$ cat src/arkanoid_spin_pkg.sv
//======================================
// Spinner side of the input path
// Position, step and AB phase types plus the phase sequence
//======================================
`default_nettype none

package arkanoid_spin_pkg;

	typedef logic signed [11:0] position_t;	// Undrained paddle units
	typedef logic signed [11:0] step_t;		// Signed step per poll
	typedef logic [1:0] phase_t;				// Bit 1 is A, bit 0 is B

	localparam phase_t PHASE_IDLE = 2'b11;	// Rest phase out of reset

	// Step from the key poller, one-cycle strobe
	typedef struct packed {
		logic  strobe;
		step_t amount;
	} step_msg_t;

	// Drain request toward the quadrature side
	typedef struct packed {
		logic pending;	// Units left to drain
		logic dir;		// 1 when position is positive
	} move_req_t;

	//======================================
	// One AB step in either direction
	//======================================
	// Positive runs 11 01 00 10, negative the reverse
	function automatic phase_t phase_step(phase_t ph, logic dir);
		phase_t nxt;
		case ({dir, ph})
			3'b1_11: nxt = 2'b01;
			3'b1_01: nxt = 2'b00;
			3'b1_00: nxt = 2'b10;
			3'b1_10: nxt = 2'b11;
			3'b0_11: nxt = 2'b10;
			3'b0_10: nxt = 2'b00;
			3'b0_00: nxt = 2'b01;
			default: nxt = 2'b11;	// 0_01 back to rest
		endcase
		return nxt;
	endfunction

endpackage

`default_nettype wire

$ cat src/arkanoid_key_pkg.sv
//======================================
// Keyboard side of the cabinet input path
// Scan codes, PS/2 event word and button groups
//======================================
`default_nettype none

package arkanoid_key_pkg;

	typedef logic [7:0] key_code_t;	// PS/2 set-2 make code

	// Event word from the keyboard host
	typedef struct packed {
		logic      toggle;		// Flips once per new event
		logic      pressed;		// 1 on make, 0 on break
		logic      extended;	// E0-prefixed code
		key_code_t code;
	} key_event_t;

	//======================================
	// Scan-code map
	//======================================
	localparam key_code_t KEY_START1  = 8'h16;	// 1
	localparam key_code_t KEY_START2  = 8'h1E;	// 2
	localparam key_code_t KEY_COIN1   = 8'h2E;	// 5
	localparam key_code_t KEY_COIN2   = 8'h36;	// 6
	localparam key_code_t KEY_SERVICE = 8'h46;	// 9
	localparam key_code_t KEY_FAST    = 8'h11;	// Alt
	localparam key_code_t KEY_LEFT    = 8'h6B;	// Cursor left
	localparam key_code_t KEY_RIGHT   = 8'h74;	// Cursor right
	localparam key_code_t KEY_FIRE    = 8'h29;	// Space

	// Cabinet buttons, all active high
	typedef struct packed {
		logic fire;
		logic start1;
		logic start2;
		logic coin1;
		logic coin2;
		logic service;
	} cab_buttons_t;

	// Keys that drive the paddle
	typedef struct packed {
		logic left;
		logic right;
		logic fast;		// Larger step per poll
	} paddle_keys_t;

endpackage

`default_nettype wire
$ cat src/arkanoid_input_top.sv
//======================================
// Player input chain, keyboard and encoder to cabinet
// Timing parameters set here and passed down
//======================================
`timescale 1ns/1ns
`default_nettype none

module arkanoid_input_top #(
	parameter int POLL_CYCLES  = 96000,	// About 8 ms at 12 MHz
	parameter int DRAIN_CYCLES = 3000,	// About 4 kHz drain tick
	parameter int STEP_SLOW    = 4,
	parameter int STEP_FAST    = 9
) (
	input  wire                            CLK_12M,
	input  wire                            rst_n,
	input  arkanoid_key_pkg::key_event_t   ps2_key,
	input  wire                            enc_a,
	input  wire                            enc_b,
	output arkanoid_spin_pkg::phase_t      spinner,
	output arkanoid_key_pkg::cab_buttons_t buttons
);

	arkanoid_key_pkg::paddle_keys_t paddle_keys;
	arkanoid_spin_pkg::step_msg_t   step;		// Poller to accumulator and arbiter
	arkanoid_spin_pkg::move_req_t   move;
	arkanoid_spin_pkg::phase_t      emu_phase;
	logic                           take;

	ps2_key_decoder u_key_dec (
		.CLK_12M     (CLK_12M),
		.rst_n       (rst_n),
		.ps2_key     (ps2_key),
		.buttons     (buttons),
		.paddle_keys (paddle_keys)
	);

	paddle_step_gen #(
		.POLL_CYCLES (POLL_CYCLES),
		.STEP_SLOW   (STEP_SLOW),
		.STEP_FAST   (STEP_FAST)
	) u_step_gen (
		.CLK_12M     (CLK_12M),
		.rst_n       (rst_n),
		.paddle_keys (paddle_keys),
		.step        (step)
	);

	spin_accumulator u_accum (
		.CLK_12M (CLK_12M),
		.rst_n   (rst_n),
		.step    (step),
		.take    (take),
		.move    (move)
	);

	quadrature_stepper #(
		.DRAIN_CYCLES (DRAIN_CYCLES)
	) u_quad (
		.CLK_12M   (CLK_12M),
		.rst_n     (rst_n),
		.move      (move),
		.take      (take),
		.emu_phase (emu_phase)
	);

	encoder_arbiter u_enc_arb (
		.CLK_12M   (CLK_12M),
		.rst_n     (rst_n),
		.enc_a     (enc_a),
		.enc_b     (enc_b),
		.step      (step),
		.emu_phase (emu_phase),
		.spinner   (spinner)
	);

endmodule

`default_nettype wire

$ cat src/encoder_arbiter.sv
//======================================
// Physical AB encoder at half resolution
// Picks it or the emulated spinner by last activity
//======================================
`timescale 1ns/1ns
`default_nettype none

module encoder_arbiter (
	input  wire                          CLK_12M,
	input  wire                          rst_n,
	input  wire                          enc_a,
	input  wire                          enc_b,
	input  arkanoid_spin_pkg::step_msg_t step,
	input  arkanoid_spin_pkg::phase_t    emu_phase,
	output arkanoid_spin_pkg::phase_t    spinner
);

	logic [1:0]                a_sync;	// Bit 1 is the settled stage
	logic [1:0]                b_sync;
	logic                      a_prev;
	logic                      b_prev;
	logic                      a_edge;
	logic                      pin_change;
	logic                      ab_dir;
	logic                      use_io;	// Physical encoder owns the output
	arkanoid_spin_pkg::phase_t raw_phase;

	//======================================
	// Pin synchronizers and edge history
	//======================================
	always_ff @(posedge CLK_12M) begin
		if (!rst_n) begin
			a_sync <= 2'b11;		// Pins idle high
			b_sync <= 2'b11;
			a_prev <= 1'b1;
			b_prev <= 1'b1;
		end else begin
			a_sync <= {a_sync[0], enc_a};
			b_sync <= {b_sync[0], enc_b};
			a_prev <= a_sync[1];
			b_prev <= b_sync[1];
		end
	end

	assign a_edge     = a_sync[1] ^ a_prev;
	assign pin_change = a_edge | (b_sync[1] ^ b_prev);
	assign ab_dir     = a_sync[1] ^ b_sync[1];	// 1 is positive

	// Only A edges step, halving the counts
	always_ff @(posedge CLK_12M) begin
		if (!rst_n) begin
			raw_phase <= arkanoid_spin_pkg::PHASE_IDLE;
		end else if (a_edge) begin
			raw_phase <= arkanoid_spin_pkg::phase_step(raw_phase, ab_dir);
		end
	end

	//======================================
	// Source ownership
	//======================================
	always_ff @(posedge CLK_12M) begin
		if (!rst_n) begin
			use_io <= 1'b0;
		end else begin
			if (step.strobe) use_io <= 1'b0;	// Key activity takes over
			if (pin_change) use_io <= 1'b1;		// Pin activity wins a tie
		end
	end

	assign spinner = use_io ? raw_phase : emu_phase;

endmodule

`default_nettype wire

$ cat src/quadrature_stepper.sv
//======================================
// Drains the position as an AB quadrature sequence
// One phase step per divider tick while units remain
//======================================
`timescale 1ns/1ns
`default_nettype none

module quadrature_stepper #(
	parameter int DRAIN_CYCLES = 3000	// Clocks per drain tick
) (
	input  wire                          CLK_12M,
	input  wire                          rst_n,
	input  arkanoid_spin_pkg::move_req_t move,
	output logic                         take,
	output arkanoid_spin_pkg::phase_t    emu_phase
);

	localparam int DIV_W = $clog2(DRAIN_CYCLES + 1);
	localparam logic [DIV_W-1:0] DIV_LAST = DIV_W'(DRAIN_CYCLES - 1);

	logic [DIV_W-1:0] tick_div;
	logic             tick_wrap;

	assign tick_wrap = tick_div == DIV_LAST;

	// Consume a unit on each tick with work pending
	assign take = tick_wrap & move.pending;

	//======================================
	// Free-running tick divider
	//======================================
	always_ff @(posedge CLK_12M) begin
		if (!rst_n) begin
			tick_div <= '0;
		end else if (tick_wrap) begin
			tick_div <= '0;
		end else begin
			tick_div <= tick_div + 1'b1;
		end
	end

	// Phase register is the state, no separate encoding
	always_ff @(posedge CLK_12M) begin
		if (!rst_n) begin
			emu_phase <= arkanoid_spin_pkg::PHASE_IDLE;
		end else if (take) begin
			emu_phase <= arkanoid_spin_pkg::phase_step(emu_phase, move.dir);
		end
	end

endmodule

`default_nettype wire

$ cat src/spin_accumulator.sv
//======================================
// Signed paddle position between poller and drain
//======================================
`timescale 1ns/1ns
`default_nettype none

module spin_accumulator (
	input  wire                          CLK_12M,
	input  wire                          rst_n,
	input  arkanoid_spin_pkg::step_msg_t step,
	input  wire                          take,
	output arkanoid_spin_pkg::move_req_t move
);

	arkanoid_spin_pkg::position_t pos;		// Units still to drain
	arkanoid_spin_pkg::position_t add_amt;
	arkanoid_spin_pkg::position_t take_amt;
	logic                         near_wrap;

	// Top two bits apart means close to the signed limit
	assign near_wrap = pos[11] ^ pos[10];

	//======================================
	// Next-state terms
	//======================================
	always_comb begin
		add_amt  = '0;
		take_amt = '0;
		if (step.strobe && !near_wrap) begin
			add_amt = arkanoid_spin_pkg::position_t'(step.amount);
		end
		if (take) begin
			// One unit toward zero
			take_amt = pos[11] ? arkanoid_spin_pkg::position_t'(1)
			                   : arkanoid_spin_pkg::position_t'(-1);
		end
	end

	// Step and take may land together
	always_ff @(posedge CLK_12M) begin
		if (!rst_n) begin
			pos <= '0;
		end else begin
			pos <= pos + add_amt + take_amt;
		end
	end

	assign move.pending = pos != '0;	// Drain until empty
	assign move.dir     = ~pos[11];		// Positive sign

endmodule

`default_nettype wire

$ cat src/paddle_step_gen.sv
//======================================
// Held left/right keys to periodic signed steps
// Mimics a mouse poll, one step per period
//======================================
`timescale 1ns/1ns
`default_nettype none

module paddle_step_gen #(
	parameter int POLL_CYCLES = 96000,	// Clocks per poll
	parameter int STEP_SLOW   = 4,
	parameter int STEP_FAST   = 9
) (
	input  wire                            CLK_12M,
	input  wire                            rst_n,
	input  arkanoid_key_pkg::paddle_keys_t paddle_keys,
	output arkanoid_spin_pkg::step_msg_t   step
);

	localparam int CNT_W = $clog2(POLL_CYCLES + 1);
	localparam logic [CNT_W-1:0] POLL_LAST = CNT_W'(POLL_CYCLES - 1);

	// Step sizes in the step width
	localparam arkanoid_spin_pkg::step_t AMT_SLOW = arkanoid_spin_pkg::step_t'(STEP_SLOW);
	localparam arkanoid_spin_pkg::step_t AMT_FAST = arkanoid_spin_pkg::step_t'(STEP_FAST);

	logic [CNT_W-1:0]         poll_cnt;
	logic                     dir_held;
	arkanoid_spin_pkg::step_t mag;		// Unsigned size of the step

	assign dir_held = paddle_keys.left | paddle_keys.right;
	assign mag      = paddle_keys.fast ? AMT_FAST : AMT_SLOW;

	//======================================
	// Poll counter and strobe
	//======================================
	always_ff @(posedge CLK_12M) begin
		if (!rst_n) begin
			poll_cnt    <= '0;
			step.strobe <= 1'b0;
		end else begin
			step.strobe <= 1'b0;				// Single-cycle pulse
			if (dir_held) begin
				if (poll_cnt == POLL_LAST) begin
					poll_cnt    <= '0;			// Next period starts here
					step.strobe <= 1'b1;
				end else begin
					poll_cnt <= poll_cnt + 1'b1;
				end
			end else begin
				poll_cnt <= '0;					// Released, restart timing
			end
		end
	end

	// Amount tracks the keys each cycle, valid with the strobe
	always_ff @(posedge CLK_12M) begin
		step.amount <= paddle_keys.right ? mag : -mag;	// Right wins over left
	end

endmodule

`default_nettype wire

$ cat src/ps2_key_decoder.sv
//======================================
// PS/2 key events to held cabinet and paddle keys
//======================================
`timescale 1ns/1ns
`default_nettype none

module ps2_key_decoder (
	input  wire                            CLK_12M,
	input  wire                            rst_n,
	input  arkanoid_key_pkg::key_event_t   ps2_key,
	output arkanoid_key_pkg::cab_buttons_t buttons,
	output arkanoid_key_pkg::paddle_keys_t paddle_keys
);

	logic toggle_d;		// Last seen toggle bit
	logic new_event;

	assign new_event = ps2_key.toggle != toggle_d;

	// Edge detect on the toggle bit, tracks the input through reset too
	always_ff @(posedge CLK_12M) begin
		toggle_d <= ps2_key.toggle;	// No stale event out of reset
	end

	//======================================
	// Key state, one register per mapped key
	//======================================
	always_ff @(posedge CLK_12M) begin
		if (!rst_n) begin
			buttons     <= '0;
			paddle_keys <= '0;
		end else if (new_event) begin
			case (ps2_key.code)
				arkanoid_key_pkg::KEY_START1:  buttons.start1    <= ps2_key.pressed;
				arkanoid_key_pkg::KEY_START2:  buttons.start2    <= ps2_key.pressed;
				arkanoid_key_pkg::KEY_COIN1:   buttons.coin1     <= ps2_key.pressed;
				arkanoid_key_pkg::KEY_COIN2:   buttons.coin2     <= ps2_key.pressed;
				arkanoid_key_pkg::KEY_SERVICE: buttons.service   <= ps2_key.pressed;
				arkanoid_key_pkg::KEY_FIRE:    buttons.fire      <= ps2_key.pressed;
				arkanoid_key_pkg::KEY_FAST:    paddle_keys.fast  <= ps2_key.pressed;
				arkanoid_key_pkg::KEY_LEFT:    paddle_keys.left  <= ps2_key.pressed;
				arkanoid_key_pkg::KEY_RIGHT:   paddle_keys.right <= ps2_key.pressed;
				default: ;	// Unmapped, state kept
			endcase
		end
	end

endmodule

`default_nettype wire

$ cat config.mk
export PLATFORM = sky130hd
export DESIGN_NAME = arkanoid_input_top
export DESIGN_NICKNAME = d
export VERILOG_FILES = /design/src/arkanoid_spin_pkg.sv /design/src/arkanoid_key_pkg.sv /design/src/arkanoid_input_top.sv /design/src/encoder_arbiter.sv /design/src/quadrature_stepper.sv /design/src/spin_accumulator.sv /design/src/paddle_step_gen.sv /design/src/ps2_key_decoder.sv
export SDC_FILE = /design/constraint.sdc
export NUM_CORES = 1
export LEC_CHECK = 0
export ABC_AREA = 1
export BUFFER_PORTS_ARGS = -buffer_cell sky130_fd_sc_hd__buf_4
export CAP_MARGIN = 20
export CORE_ASPECT_RATIO = 0.75
export CORE_MARGIN = 2
export CORE_UTILIZATION = 25
export CTS_CLUSTER_SIZE = 24
export DETAILED_ROUTE_END_ITERATION = 8
export PLACE_DENSITY = 0.45
export SYNTH_ARGS = -nofsm -noshare
export SYNTH_HDL_FRONTEND = slang
export SYNTH_SLANG_ARGS = --single-unit
$ cat constraint.sdc
create_clock -name CLK_12M -period 3.1 [get_ports CLK_12M]
set_clock_uncertainty 0.05 [all_clocks]
set_input_delay 0.31 -clock CLK_12M [delete_from_list [all_inputs] [get_ports CLK_12M]]
set_output_delay 0.31 -clock CLK_12M [all_outputs]
set_load 0.05 [all_outputs]
# --- Word-level counts from Yosys, hierarchy flattened ---
# Index checks and enable logic that the tools add are counted.
word_totals:
  latch_bits: 0
  input_bits: 15
  output_inout_bits: 8
  ff_bits: 75
  n_memories: 0
  rom_bits: 0
  mem_bits_rw: 0
  wordCells: 94
op_classes:
  shifts: 0
  bitwise: 10
  eq_ne: 22
  n_lt_le_gt_ge: 0
  mul: 0
  muxes: 11
  n_reduce_logical: 24
  div_mod_pow: 0
  n_addsub: 5
ops:
  columns: ["op", "count"]
  rows:
  - ["$mux W12", 4]
  - ["$add A12 B12 Y12", 2]
  - ["$eq A8 B5 Y1 const B", 3]
  - ["$eq A8 B6 Y1 const B", 3]
  - ["$eq A8 B7 Y1 const B", 3]
  - ["$reduce_and A2 Y1", 10]
  - ["$eq A3 B3 Y1 const B", 6]
  - ["$add A17 B1 Y17 const B", 1]
  - ["$eq A17 B17 Y1 const B", 1]
  - ["$reduce_or A2 Y1", 7]
  - ["$add A12 B1 Y12 const B", 1]
  - ["$eq A12 B12 Y1 const B", 1]
  - ["$eq A3 B2 Y1 const B", 4]
  - ["$neg A12 Y12", 1]
  - ["$pmux W2 S3", 2]
  - ["$reduce_bool A12 Y1", 1]
  - ["$logic_not A3 Y1", 2]
  - ["$mux W4", 1]
  - ["$xor A1 B1 Y1", 4]
  - ["$mux W1", 3]
  - ["$not A1 Y1", 3]
  - ["$reduce_or A3 Y1", 1]
  - ["$mux W2", 1]
  - ["$or A1 B1 Y1", 2]
  - ["5 further kinds", 5]

# --- Logic depth before layout (Yosys ltp) ---
# Gate-level depths: netlist of the first run.
depth:
  depth_word: 6
  depth_mapped: 18
  depth_no_buf: 18

# --- Hierarchy ---
# From an unflattened synthesis of the first run, not the netlist that was laid out.
unflattened:
  hier_cells: 619
  hier_area_um2: 4231.6
modules_own_cells:
  columns: ["module", "area_per_inst_um2", "n_inst", "cells_per_inst", "seq_area_each_um2"]
  rows:
  - ["spin_accumulator", 1257.5, 1, 190, 240.2]
  - ["paddle_step_gen", 1146.1, 1, 154, 460.4]
  - ["quadrature_stepper", 739.5, 1, 97, 280.3]
  - ["ps2_key_decoder", 710.7, 1, 123, 200.2]
  - ["encoder_arbiter", 377.9, 1, 55, 180.2]

# --- Least setup slack after synthesis of the first run ---
# Ideal clock, no wire load.
synth_timing:
  kind: "register to register"
  start: "register u_quad.tick_div[0]"
  end: "register u_accum.pos[9]"
  synth_period_minus_slack_ns: 3.241
  n_path_buf: 0
  required_ns: 2.935
  setup_slack_ns: -0.141
  path_stages_with_launch: 17
  setup_ns: 0.115
  t_arrival_ns: 3.076
  path_cell_list: "dfxtp_1 > ha_1 > nand2_1 > inv_1 > nand4_1 > a21oi_1 > nand2_1 > fa_1 > inv_1 > ha_1 > fa_1 > nand2_1 > nand3_1 > nand3_1 > nand3_1 > nand2_1 > nor2_1"
synth_between:
  elab_chain_len: 4
synth_lines:
  columns: ["item", "line", "text"]
  rows:
  - ["from (decl)", "quadrature_stepper.sv:21", "logic [DIV_W-1:0] tick_div;"]
  - ["from (signal assigned)", "quadrature_stepper.sv:38", "tick_div <= tick_div + 1'b1;"]
  - ["$eq A12 B12 Y1", "quadrature_stepper.sv:24", "assign tick_wrap = tick_div == DIV_LAST;"]
  - ["$and A1 B1 Y1", "quadrature_stepper.sv:27", "assign take = tick_wrap & move.pending;"]
  - ["$mux W12", "spin_accumulator.sv:32", "if (take) begin"]
  - ["$add A12 B12 Y12", "spin_accumulator.sv:44", "pos <= pos + add_amt + take_amt;"]
  - ["to (signal assigned)", "spin_accumulator.sv:44", null]
  - ["to (decl)", "spin_accumulator.sv:15", "arkanoid_spin_pkg::position_t pos;"]
# No other way between the ends.
# A chain may end at the register's enable or synchronous reset.

# --- Worst setup path after layout of the first run ---
layout_timing:
  start: "register u_quad.tick_div[1]"
  end: "register u_accum.pos[9]"
# The elaborated chain is that of the path after synthesis.

==> results of run 1 <==
-- registers in the layout, indices dropped and copies added (netlist names) --
register / count
u_enc_arb.a_prev: 1
u_enc_arb.use_io: 1
u_quad.tick_div: 12
u_key_dec.toggle_d: 1
u_key_dec.paddle_keys: 3
u_quad.emu_phase: 2
u_step_gen.step: 6
u_key_dec.buttons: 6
u_accum.pos: 12
u_enc_arb.b_prev: 1
u_step_gen.poll_cnt: 17
u_enc_arb.a_sync: 2
u_enc_arb.raw_phase: 2
u_enc_arb.b_sync: 2
-- worst register-to-register path, stage by stage (launching register included) --
cell and delay [ns]:
dfxtp_1 0.33, ha_1 0.16, nand2_1 0.07, inv_1 0.08, nand4_1 0.17, a21oi_2 0.19
nand2_2 0.11, fa_1 0.51, inv_1 0.04, ha_1 0.21, fa_2 0.39, nand2_1 0.14
nand3_2 0.10, nand3_2 0.09, nand3_1 0.08, nand2_1 0.07, nor2_1 0.04
-- report_power, final --
part | internal, mW | switching [mW]
sequential | 0.885 | 0.00691
clock | 0.562 | 0.408
combinational | 0.0294 | 0.0432
-- area by class of cell --
cell class,count,area (um2),area share
Clock inverter,6,38.8,0.00802
Inverter,103,388,0.0802
Sequential cell,68,1360,0.282
Clock buffer,10,239,0.0494
Timing Repair Buffer,39,297,0.0614
Multi-Input combinational cell,375,2250,0.466
Tap cell,205,256,0.0531
-- how the worst max path moves through the flow --
stage                            start         endpoint  slack [ns]  cells after the start
floorplan           u_quad.tick_div[0]   u_accum.pos[9]        0.02                     16
global placement    u_quad.tick_div[0]   u_accum.pos[9]       -0.02                     16
detailed placement  u_quad.tick_div[0]  u_accum.pos[10]      -0.008                     17
CTS                 u_quad.tick_div[0]   u_accum.pos[9]        0.02                     16
global route        u_quad.tick_div[0]   u_accum.pos[7]       0.003                     16
finish              u_quad.tick_div[1]   u_accum.pos[9]        0.17                     16
-- Yosys cell counts --
cell type / number
nand2_1: 131
inv_1: 102
dfxtp_1: 68
nor2_1: 68
nand3_1: 34
a21oi_1: 25
ha_1: 15
fa_1: 12
nand4_1: 12
nor2_2: 12
nor3_1: 9
o21ai_0: 9
xor2_1: 9
xnor2_1: 8
or2_2: 7
clkbuf_1: 4
nor3_2: 4
nand2_2: 3
or2_0: 3
mux2_2: 2
nand3b_1: 2
nor3b_1: 2
o2111ai_1: 2
a31oi_1: 1
and2_1: 1
buf_12: 1
buf_2: 1
clkinv_2: 1
nand2_4: 1
nand3_2: 1
nand4_2: 1
nor2_4: 1
-- timing repair --
| item | in CTS | in global routing |
|---|---|---|
| resized for setup | 2 | 28 |
| endpoints found under the setup margin | 3 | 8 |
| buffers inserted | 0 | 1 |
| pin swaps | 0 | 4 |
| hold endpoints to repair | 0 | 0 |
-- metrics by stage --
step / setup WS (ns) / utilization / cells / area (um2)
global route: 0.00325 / 0.317 / 806 / 4830
finish: 0.170 / 0.317 / 806 / 4830
detailed placement: -0.00813 / 0.289 / 789 / 4400
CTS: 0.0227 / 0.308 / 805 / 4690
global placement: -0.0234 / 0.289 / 789 / 4400
floorplan: 0.0188 / - / 552 / 3900
-- metal layers --
layer | up-vias | share of wire | wire (um)
li1 | 1791 | - | -
met1 | 1501 | 0.56 | 4780
met2 | 34 | 0.40 | 3450
met3 | 8 | 0.025 | 218
met4 | 0 | 0.016 | 138
met5 | - | 0 | 0
-- logic make-up (layout without fill, tap and decap cells) --
kind of cell / Yosys count / count (layout) / synth area share
buffers and inverters: 109 / 158 / 0.110
flip-flops: 68 / 68 / 0.349
XOR/XNOR: 17 / 17 / 0.0382
adder cells (fa/ha/maj): 27 / 27 / 0.110
AND/OR/NAND/NOR: 292 / 292 / 0.337
multiplexers: 2 / 2 / 0.00578
AO/OA/AOI/OAI: 37 / 37 / 0.0498
-- cells in the final DEF (no fill, tap or decap), types with 2 or more instances in the layout --
| cell type | n |
|---|---|
| nand2_1 | 126 |
| inv_1 | 102 |
| dfxtp_1 | 66 |
| nor2_1 | 65 |
| buf_4 | 38 |
| nand3_1 | 31 |
| a21oi_1 | 21 |
| nor2_2 | 14 |
| nand4_1 | 12 |
| fa_1 | 11 |
| xor2_1 | 9 |
| clkbuf_16 | 9 |
| nor3_1 | 8 |
| nand2_2 | 8 |
| o21ai_0 | 8 |
| xnor2_1 | 8 |
| ha_1 | 8 |
| or2_2 | 7 |
| ha_4 | 6 |
| nor3_2 | 5 |
| a21oi_2 | 4 |
| nand3_2 | 4 |
| clkinv_2 | 4 |
| or2_0 | 3 |
| nor3b_1 | 2 |
| mux2_2 | 2 |
| o2111ai_1 | 2 |
| nor2_4 | 2 |
| nand3b_1 | 2 |
| clkinvlp_4 | 2 |
| dfxtp_2 | 2 |
==> summary.txt, run 1 <==
Timing
  – Worst hold slack: around 0.04 ns
  – Final setup viols: 0
  – Slew HR: 0.698
  – Final TNS setup: 0 ns
  – Highest clock rate: 341 MHz
  – RSZ-0062 raised after global routing: no
  – Final hold vios: 0
  – Slew @ Worst Pin: approximately 0.45 ns
  – Crit path time final: slightly below 3 ns
  – Slew Limit Fails: 0
  – Period utilization: 0.945

Placement
  – RePlAce Congestion: 0.822
  – IO Port Bufs: 21
  – Detail Placement HPWL: roughly 6500 um

Final layout
  – Share of layout cells above drive strength 1: 0.191
  – Area grow syn2layout: 24.0%
  – Ant. Diodes: 0
  – Fillers: between 1500 and 2000
  – Final Net Count: roughly 640

Synthesis
  – Cells after Synth: about 550
  – #FFs+latches synth: between 60 and 70
  – Top post-synthesis cells by area: dfxtp_1 35%, nand2_1 13%, inv_1 9.8%
  – Cell Area, Synth: 3900 um2
  – Syn_area_per_cell: ~7.1 um2
  – Post-synth top area share: 0.349
  – Synth Net Count: roughly 590
  – Area leader, netlist: dfxtp_1
  – Yosys cell types: 32
  – Yosys warnings: 0
  – Sequential area share after synthesis: 0.349

Routing
  – Vias/cell: between 4 and 5
  – DR pass1 iterations: 4
  – Vias post-DR: roughly 3300
  – Drt wl/cell: approximately 11 um
  – 1st-iter DRT viols: ~140
  – Post-Route WL: roughly 8600 um
  – Routed Antenna Nets: 0
  – DRC viols: 0

Clock network
  – Clock latency on the worst-skew pair: roughly 0.34 ns
  – Clock Path Buffers: 2
  – TritonCTS clock tree: yes
  – Cts bufs inserted: 9
  – CTS Hold Bufs: 0
  – Clk pin slew, worst setup/hold paths: ~0.06 ns
  – Clock sinks: 68
  – Root Driver: clkbuf_16
  – H-tree lvl count: 3

Floorplanning
  – Row count: 39
  – Core Region: 15200 um2
  – Full die area: roughly 17000 um2
  – Chip height: between 100 and 150 um
  – Ports: 23
  – Die Wd: between 100 and 150 um
  – Initial Utilization: 0.256

Global route
  – Largest net degree at the start of global routing: 25
  – M3 GR Usage: 0.0280
  – Vias in the first global route: 3108
  – GRT met1 Usage: 0.161
  – Congestion Overflow GR: 0
  – M2 GR Usage: 0.156
  – First-pass GRT wire length: between 10000 and 15000 um
  – Global routing's busiest layer: met1
  – Antenna violations before repair: 0
  – GR Util All Layers: 0.111

Setup path
  – Setup CP Type: register to register
  – Arrival time worst endpoint: ~3.1 ns
  – Max stage delay on crit path: just over 0.5 ns
  – CP max stage cell: fa_1
  – Reg2reg path depth: 16
  – CP max FO: 4
  – Delay-heaviest family, CP: adder cells
  – Crit path cell chain: ha_1 -> nand2_1 -> inv_1 -> nand4_1 -> a21oi_2 -> nand2_2 -> fa_1 -> inv_1 -> ha_1 -> fa_2 -> nand2_1 -> nand3_2 -> nand3_2 -> nand3_1 -> nand2_1 -> nor2_1
  – RR Startpoint: u_quad.tick_div[1]
  – Worst path required time: approximately 3.3 ns
  – Most frequent CP cell: nand2_1
  – FF-to-FF End: u_accum.pos[9]
  – CP bufs+invs: 2
  – Critical Path Start Type: register
  – Crit. End Element: register
  – R2r setup slk: ~0.17 ns

Min path
  – Worst Hold Endpoint: u_key_dec.toggle_d
  – Hold path depth: 1
  – Worst hold path type: input pin to register
  – Hold Path Origin: ps2_key[10]

Pwr
  – LEAKAGE: 2.18 nW
  – Total power draw: between 1.5 and 2 mW
  – PD cells: roughly 400 nW/um2
  – Worst vdd ir: between 0.0002 and 0.0003 V

Job
  – Max-cap violations: 0

Status
  – Status: finished clean
Note: power is estimated with default switching activity, not from simulation.
==> run 2, diff against run 1 <==
==> constraint.sdc (replaced) <==
create_clock -name CLK_12M -period 2.43 [get_ports CLK_12M]
set_clock_uncertainty 0.05 [all_clocks]
set_input_delay 0.243 -clock CLK_12M [delete_from_list [all_inputs] [get_ports CLK_12M]]
set_output_delay 0.243 -clock CLK_12M [all_outputs]
set_load 0.05 [all_outputs]
==> run 2 against run 1 <==
Worst setup slack lost 0.51 ns. Utilization grew 3.2 points. Largest cell class unchanged. Total power grew 31%. Die area is the same. The run now ends with setup timing left.
==> summary.txt, run 2 (same netlist as run 1, synthesis figures left out) <==
Status
  – Status: complete, but fails checks
  – Violated checks: setup timing

Global route
  – First-pass GRT wire length: 15400 um (+5.6%)
  – Vias in the first global route: 3325 (+7.0%)
  – Antenna violations before repair: 0 (unchanged)
  – Largest net degree at the start of global routing: 24 (-4.0%)
  – GR Util All Layers: 0.116 (+0.00491)
  – Congestion Overflow GR: 0 (unchanged)

Timing
  – RSZ-0062 raised after global routing: yes
  – Period utilization: 1.14 (+0.195)
  – Slew HR: 0.683 (-0.0151)
  – Final hold vios: 0 (unchanged)
  – Final setup viols: 10 (+10)
  – Final worst setup slack: -0.342 ns (-0.512 ns)
  – Crit path time final: 2.77 ns (-0.158 ns)
  – Highest clock rate: 361 MHz (+5.7%)
  – Slew Limit Fails: 0 (unchanged)
  – Slew @ Worst Pin: 0.471 ns (+0.0201 ns)

Pwr
  – Pint: 1.99 mW (+35%)
  – Clock network fraction of total power: 0.511 (+0.010)
  – Total power draw: 2.54 mW (+31%)
  – Combinational power share: 0.039 (about the same)
  – Switching Fraction: 0.215 (-0.0215)
  – LEAKAGE: 2.41 nW (+10%)
  – Net load switching power: 0.546 mW (+19%)
  – PD cells: 477 nW/um2 (+19%)
  – Part of the power in registers: 0.450 (-0.011)
  – Worst vdd ir: 0.000256 V (-10%)

Routing
  – Met3 WL post-DR: 257 um (+18%)
  – DRC viols: 0 (unchanged)
  – Vias post-DR: 3468 (+4.0%)
  – Vias/cell: 4.13 (-0.19%)
  – Top sig layer: met4
  – 1st-iter DRT viols: 157 (+15%)
  – Routed Antenna Nets: 0 (unchanged)
  – Met2 wire length: 3720 um (+7.9%)
  – DR pass1 iterations: 4 (unchanged)
  – Met1 wire length: 4860 um (+1.8%)
  – Post-Route WL: 8960 um (+4.3%)
  – Drt wl/cell: 10.7 um (about the same)

Final layout
  – Area taken by flip-flops and latches: 1370 um2 (+0.27%)
  – Most flop-heavy register: u_step_gen.poll_cnt
  – Fin cells: 840 (+4.2%)
  – Leading cell types in the layout, fill and taps excluded: 117 x nand2_1, 95 x inv_1, 66 x buf_4
  – Top Registers: u_step_gen.poll_cnt x17, u_accum.pos x12, u_quad.tick_div x12
  – Share of layout cells above drive strength 1: 0.285 (+0.0937)
  – Most common cell after layout, fill and taps aside: nand2_1
  – Fillers: 1633 (-2.0%)
  – Footprint of the multi-input gates: 2420 um2 (+7.6%)
  – Final Net Count: 673 (+5.5%)
  – Ant. Diodes: 0 (unchanged)
  – Flip-flop count of the largest register after layout: 17 (unchanged)
  – Area grow syn2layout: 36.3%

Clock network
  – Clk pin slew, worst setup/hold paths: 0.06 ns (about the same)
  – Root Driver: clkbuf_16
  – TritonCTS clock tree: yes
  – Cts bufs inserted: 9 (unchanged)
  – Clock sinks: 68 (unchanged)
  – Clock Path Buffers: 2 (unchanged)
  – Clock latency on the worst-skew pair: 0.33 ns (about the same)
  – H-tree lvl count: 3 (unchanged)

Min path
  – Worst hold path type: input pin to register

Placement
  – IO Port Bufs: 21 (unchanged)
  – Dpl cells: 816 (+3.4%)
  – RePlAce Congestion: 0.845 (+2.7%)
  – Detail Placement HPWL: 6920 um (+6.9%)

Floorplanning
  – Row count: 39 (unchanged)
  – Die Wd: 148 um (unchanged)
  – Full die area: 16600 um2 (unchanged)
  – Core Region: 15200 um2 (unchanged)
  – Ports: 23 (unchanged)
  – Initial Utilization: 0.256 (unchanged)
  – Chip height: 112 um (unchanged)

Setup path
  – Critical Path Start Type: register
  – Delay-heaviest family, CP: adder cells
  – WP depth: 19 (+3)
  – Worst path required time: 2.61 ns (-0.67 ns)
  – R2r setup slk: -0.34 ns (-0.51 ns)
  – Worst Setup EP: u_accum.pos[11]
  – CP max FO: 4 (unchanged)
  – CP max stage cell: fa_1
  – CP bufs+invs: 5 (+3)
  – RR Startpoint: u_quad.tick_div[0]
  – Worst setup startpoint: u_quad.tick_div[0]
  – Setup CP Type: register to register
  – Crit path cell chain: ha_4 -> nand2_4 -> inv_4 -> nand4_1 -> a21oi_2 -> nand2_4 -> buf_6 -> fa_1 -> inv_2 -> ha_4 -> nand2_4 -> inv_1 -> nand2_2 -> nand2_1 -> nand2_1 -> nand3_1 -> nand2_1 -> inv_1 -> nor2_1
  – Max stage delay on crit path: 0.55 ns (+0.04 ns)
  – Crit. End Element: register
  – FF-to-FF End: u_accum.pos[11]
  – Reg2reg path depth: 19 (+3)
  – Arrival time worst endpoint: 2.95 ns (-0.16 ns)

Job
  – Max-cap violations: 0 (unchanged)
==> run 2: cell count changes in the layout (fill, tap and decap cells not counted), sizes merged <==
cell         change
dlygate4sd3      +1
inv              -1
buf             +34
clkinvlp         -2
clkbuf           +3
clkinv           -2
bufinv           +1
==> run 2: per-stage QoR <==
step,utilization,instance area (um2),setup TNS [ns],worst slack [ns],hold slack [ns]
3_3_place_gp,0.311,4730,-2.78,-0.376,0.315
6_report,0.349,5310,-2.61,-0.342,0.0522
5_1_grt,0.349,5310,-4.24,-0.507,0.0417
2_1_floorplan,-,4030,-1.74,-0.336,0.221
3_5_place_dp,0.311,4730,-3.59,-0.476,0.318
4_1_cts,0.343,5230,-2.76,-0.320,0.0368
==> run 2: cell type report <==
class                           instances  share of cell area
Inverter                              103              0.0735
Timing Repair Buffer                   74               0.112
Clock inverter                          2             0.00659
Sequential cell                        68               0.257
Clock buffer                           13              0.0471
Multi-Input combinational cell        375               0.456
Tap cell                              205              0.0483
==> run 2: repair_timing <==
item / CTS / global route
setup buffers: 6 / 2
endpoints found under the hold margin: 1 / 0
pin swaps: 18 / 16
hold buffers: 1 / 0
gates resized for setup: 34 / 20
endpoints found under the setup margin: 10 / 10
==> run 2: how the worst min path moves through the flow <==
stage                 from                  end  slack [ns]  depth (start not counted)
5_1_grt              enc_b  u_enc_arb.b_sync[0]        0.04                          2
4_1_cts              enc_a  u_enc_arb.a_sync[0]        0.04                          2
6_report             enc_a  u_enc_arb.a_sync[0]        0.05                          2
3_5_place_dp   ps2_key[10]   u_key_dec.toggle_d        0.32                          1
2_1_floorplan  ps2_key[10]   u_key_dec.toggle_d        0.22                          0
3_3_place_gp   ps2_key[10]   u_key_dec.toggle_d        0.31                          1
==> run 2: power groups by stage <==
stage | Sequential [mW] | Clock [mW] | Combinational, mW
finish | 1.14 | 1.30 | 0.0996
global placement | 1.16 | 0 | 0.0958
floorplan | 1.16 | 0 | 0.0580
global route | 1.14 | 1.40 | 0.114
detailed placement | 1.16 | 0 | 0.0976
CTS | 1.14 | 1.34 | 0.0995
==> run 2: metal layers <==
layer / vias to the layer above / global-route usage
met4: 0 / 0.0349
met3: 11 / 0.0382
met1: 1561 / 0.162
li1: 1858 / -
met5: - / 0
met2: 38 / 0.171
==> run 3, diff against run 2 <==
--- a/config.mk
+++ b/config.mk
@@ -16,4 +16,5 @@
 export PLACE_DENSITY = 0.45
 export SYNTH_ARGS = -nofsm -noshare
 export SYNTH_HDL_FRONTEND = slang
+export SYNTH_HIERARCHICAL = 1
 export SYNTH_SLANG_ARGS = --single-unit
==> run 3 against run 2 <==
The flow still finishes with violations (setup timing). Clock power up 10%. Hold slack worse by 0.0084 ns. Worst setup slack worse by 0.13 ns. Design area increased by 6.2%. Die area is 8.3% higher. Critical endpoint is now u_accum/pos[7]. Largest cell class unchanged. Largest power group unchanged.
==> summary.txt, run 3 <==
Clock network
  – Clock latency on the worst-skew pair: 0.34 ns (about the same)
  – Clk pin slew, worst setup/hold paths: 0.06 ns (about the same)
  – Root Driver: clkbuf_16
  – Clock sinks: 68 (unchanged)
  – H-tree lvl count: 3 (unchanged)
  – Clock Path Buffers: 2 (unchanged)
  – Cts bufs inserted: 9 (unchanged)
  – TritonCTS clock tree: yes

Synthesis
  – Cells after Synth: 619 (+12%)
  – Cell Area, Synth: 4230 um2 (+8.6%)
  – Asr flop ratio synth: 0 (unchanged)
  – Syn_area_per_cell: 6.84 um2 (-3.2%)
  – Yosys warnings: 6 (+6)
  – Synth Net Count: 660 (+11%)
  – Top post-synthesis cells by area: dfxtp_1 32%, nand2_1 14%, nor2_1 9.0%
  – Sequential area share after synthesis: 0.322 (-0.0276)
  – #FFs+latches synth: 68 (unchanged)
  – Post-synth top area share: 0.322 (-0.0276)
  – List of most frequent post-synthesis cells: 161 x nand2_1, 101 x nor2_1, 88 x inv_1
  – Area leader, netlist: dfxtp_1
  – Number of synthesized flops with an enable pin: 0 (unchanged)
  – Yosys cell types: 32 (unchanged)
  – Dominant synthesized flop cell: dfxtp_1
  – Top-count cell post-synth: nand2_1

Setup path
  – Arrival time worst endpoint: 3.09 ns (+0.14 ns)
  – Crit. End Element: register
  – Critical Path Start Type: register
  – Setup CP Type: register to register
  – CP max FO: 4 (unchanged)
  – Worst path required time: 2.62 ns (about the same)

Timing
  – Worst hold slack: 0.0438 ns (-0.00840 ns)
  – Slew @ Worst Pin: 0.532 ns (+0.0609 ns)
  – Highest clock rate: 345 MHz (-4.4%)
  – Crit path time final: 2.90 ns (+0.129 ns)
  – Final worst setup slack: -0.471 ns (-0.129 ns)
  – Period utilization: 1.19 (+0.0531)
  – Final hold vios: 0 (unchanged)
  – Slew HR: 0.644 (-0.0391)
  – Slew Limit Fails: 0 (unchanged)
  – Final setup viols: 10 (unchanged)
  – RSZ-0062 raised after global routing: yes

Floorplanning
  – Ports: 23 (unchanged)
  – Chip height: 117 um (+4.0%)
  – Full die area: 18000 um2 (+8.3%)
  – Initial Utilization: 0.254 (-0.00219)
  – Core Region: 16700 um2 (+9.5%)
  – Row count: 41 (+5.1%)
  – Die Wd: 154 um (+4.1%)

Pwr
  – LEAKAGE: 2.61 nW (+8.6%)
  – Worst vdd ir: 0.000415 V (+62%)
  – PD cells: 480 nW/um2 (+0.55%)

Final layout
  – Flip-flop count of the largest register after layout: 17 (unchanged)
  – Leading cell types in the layout, fill and taps excluded: 151 x nand2_1, 92 x nor2_1, 82 x inv_1
  – Area taken by flip-flops and latches: 1370 um2 (about the same)
  – Final Core Density: 0.339 (-0.0104)
  – Share of layout cells above drive strength 1: 0.319 (+0.0341)
  – Top Registers: u_step_gen/poll_cnt x17, u_accum/pos x12, u_quad/tick_div x12
  – Fillers: 1744 (+6.8%)
  – Ant. Diodes: 0 (unchanged)
  – Area grow syn2layout: 33.4%
  – Final Net Count: 741 (+10%)
  – Most common cell after layout, fill and taps aside: nand2_1
  – Fin cells: 920 (+9.5%)
  – Footprint of the multi-input gates: 2670 um2 (+10%)
  – Most flop-heavy register: u_step_gen/poll_cnt

Placement
  – IO Port Bufs: 21 (unchanged)
  – Detail Placement HPWL: 7310 um (+5.7%)
  – Place WS: -0.734 ns (-0.257 ns)
  – Dpl cells: 892 (+9.3%)
  – RePlAce Congestion: 0.804 (-4.7%)

Global route
  – GR Util All Layers: 0.117 (+0.00131)
  – Antenna violations before repair: 0 (unchanged)
  – First-pass GRT wire length: 16900 um (+10%)
  – Largest net degree at the start of global routing: 17 (-29%)
  – Congestion Overflow GR: 0 (unchanged)
  – Vias in the first global route: 3692 (+11%)

Routing
  – 1st-iter DRT viols: 130 (-17%)
  – Drt wl/cell: 10.4 um (-2.0%)
  – DRC viols: 0 (unchanged)
  – Vias/cell: 4.09 (-0.96%)
  – Routed Antenna Nets: 0 (unchanged)
  – Post-Route WL: 9610 um (+7.3%)
  – Vias post-DR: 3762 (+8.5%)
  – DR pass1 iterations: 4 (unchanged)

Status
  – Status: complete, but fails checks
  – Violated checks: setup timing

Min path
  – Worst hold path type: input pin to register

Job
  – Max-cap violations: 0 (unchanged)
run 3: changes by cell type after synthesis, sizes merged, moves of 3 or more:
| cell | previous run | this run |
|---|---|---|
| o21bai | 0 | 4 |
| nand3 | 35 | 48 |
| o21ai | 9 | 6 |
| xor2 | 9 | 4 |
| nor2 | 81 | 132 |
| nand4 | 13 | 9 |
| or2 | 10 | 4 |
| nand2 | 135 | 175 |
| a21oi | 25 | 16 |
| nor3 | 13 | 1 |
| buf | 2 | 9 |
run 3: path summary, 6_finish.rpt:
check	slack, ns	depth (start not counted)	to	from
worst max-delay path	-0.47	18	u_accum/pos[7]	u_accum/pos[3]
worst min-delay path	0.04	2	u_enc_arb/a_sync[0]	enc_a
worst max register to register	-0.47	18	u_accum/pos[7]	u_accum/pos[3]
worst min register to register	0.36	1	u_enc_arb/b_sync[1]	u_enc_arb/b_sync[0]
run 3: area by class of cell:
type | instances | area share
multi-input cells | 437 | 0.473
flip-flops and latches | 68 | 0.242
repair buffers | 80 | 0.109
inverters | 104 | 0.0700
well taps | 215 | 0.0477
clock buffers | 10 | 0.0423
clock inverters | 6 | 0.0153
run 3: report_power, final:
part	leakage, nW	internal (mW)	switching [mW]
sequential	0.553	1.13	0.0113
clock	0.159	0.925	0.501
combinational	1.90	0.0562	0.0853
total	2.61	2.11	0.598
run 3: repair_timing:
| action | in CTS | in global routing |
|---|---|---|
| pin swaps | 29 | 15 |
| endpoints found under the setup margin | 11 | 10 |
| gates cloned | 1 | 0 |
| hold endpoints to repair | 1 | 0 |
| gates resized for setup | 25 | 24 |
| setup buffers | 5 | 5 |
| hold buffers | 1 | 0 |
run 3: cell families after synthesis:
| logic type | share of synthesized area |
|---|---|
| AO/OA/AOI/OAI | 0.0402 |
| adder cells (fa/ha/maj) | 0.0982 |
| XOR/XNOR | 0.0248 |
| flip-flops | 0.322 |
| AND/OR/NAND/NOR | 0.397 |
| buffers and inverters | 0.118 |
run 3: stage by stage:
step | total power, mW | TNS (ns) | instance area [um2]
final | 2.71 | -3.76 | 5650
after global routing | 2.84 | -5.60 | 5650
after CTS | 2.76 | -3.52 | 5520
after detailed placement | 1.30 | -6.11 | 5040
after global placement | 1.30 | -5.34 | 5040
after floorplan | 1.25 | -3.14 | 4370
run 3: layer usage:
metal / up-vias / GRT usage / share of wire
li1: 2042 / - / -
met1: 1672 / 0.160 / 0.53
met2: 39 / 0.184 / 0.43
met3: 9 / 0.0356 / 0.036
met4: 0 / 0.0249 / 0.0083
met5: - / 0 / 0
run 3: worst max-delay path: stages (launching register included):
cell and delay (ns):
dfxtp_2 0.34, nor4_4 0.29, nand4_1 0.16, nand4_1 0.14, inv_1 0.07, inv_2 0.11
nor2_4 0.07, fa_1 0.51, ha_2 0.19, inv_2 0.04, fa_2 0.35, inv_2 0.07
nand3_2 0.07, nand3_2 0.09, nand2_1 0.06, nand2_1 0.07, nand2_1 0.05, nand2_1 0.05
nor2_1 0.04
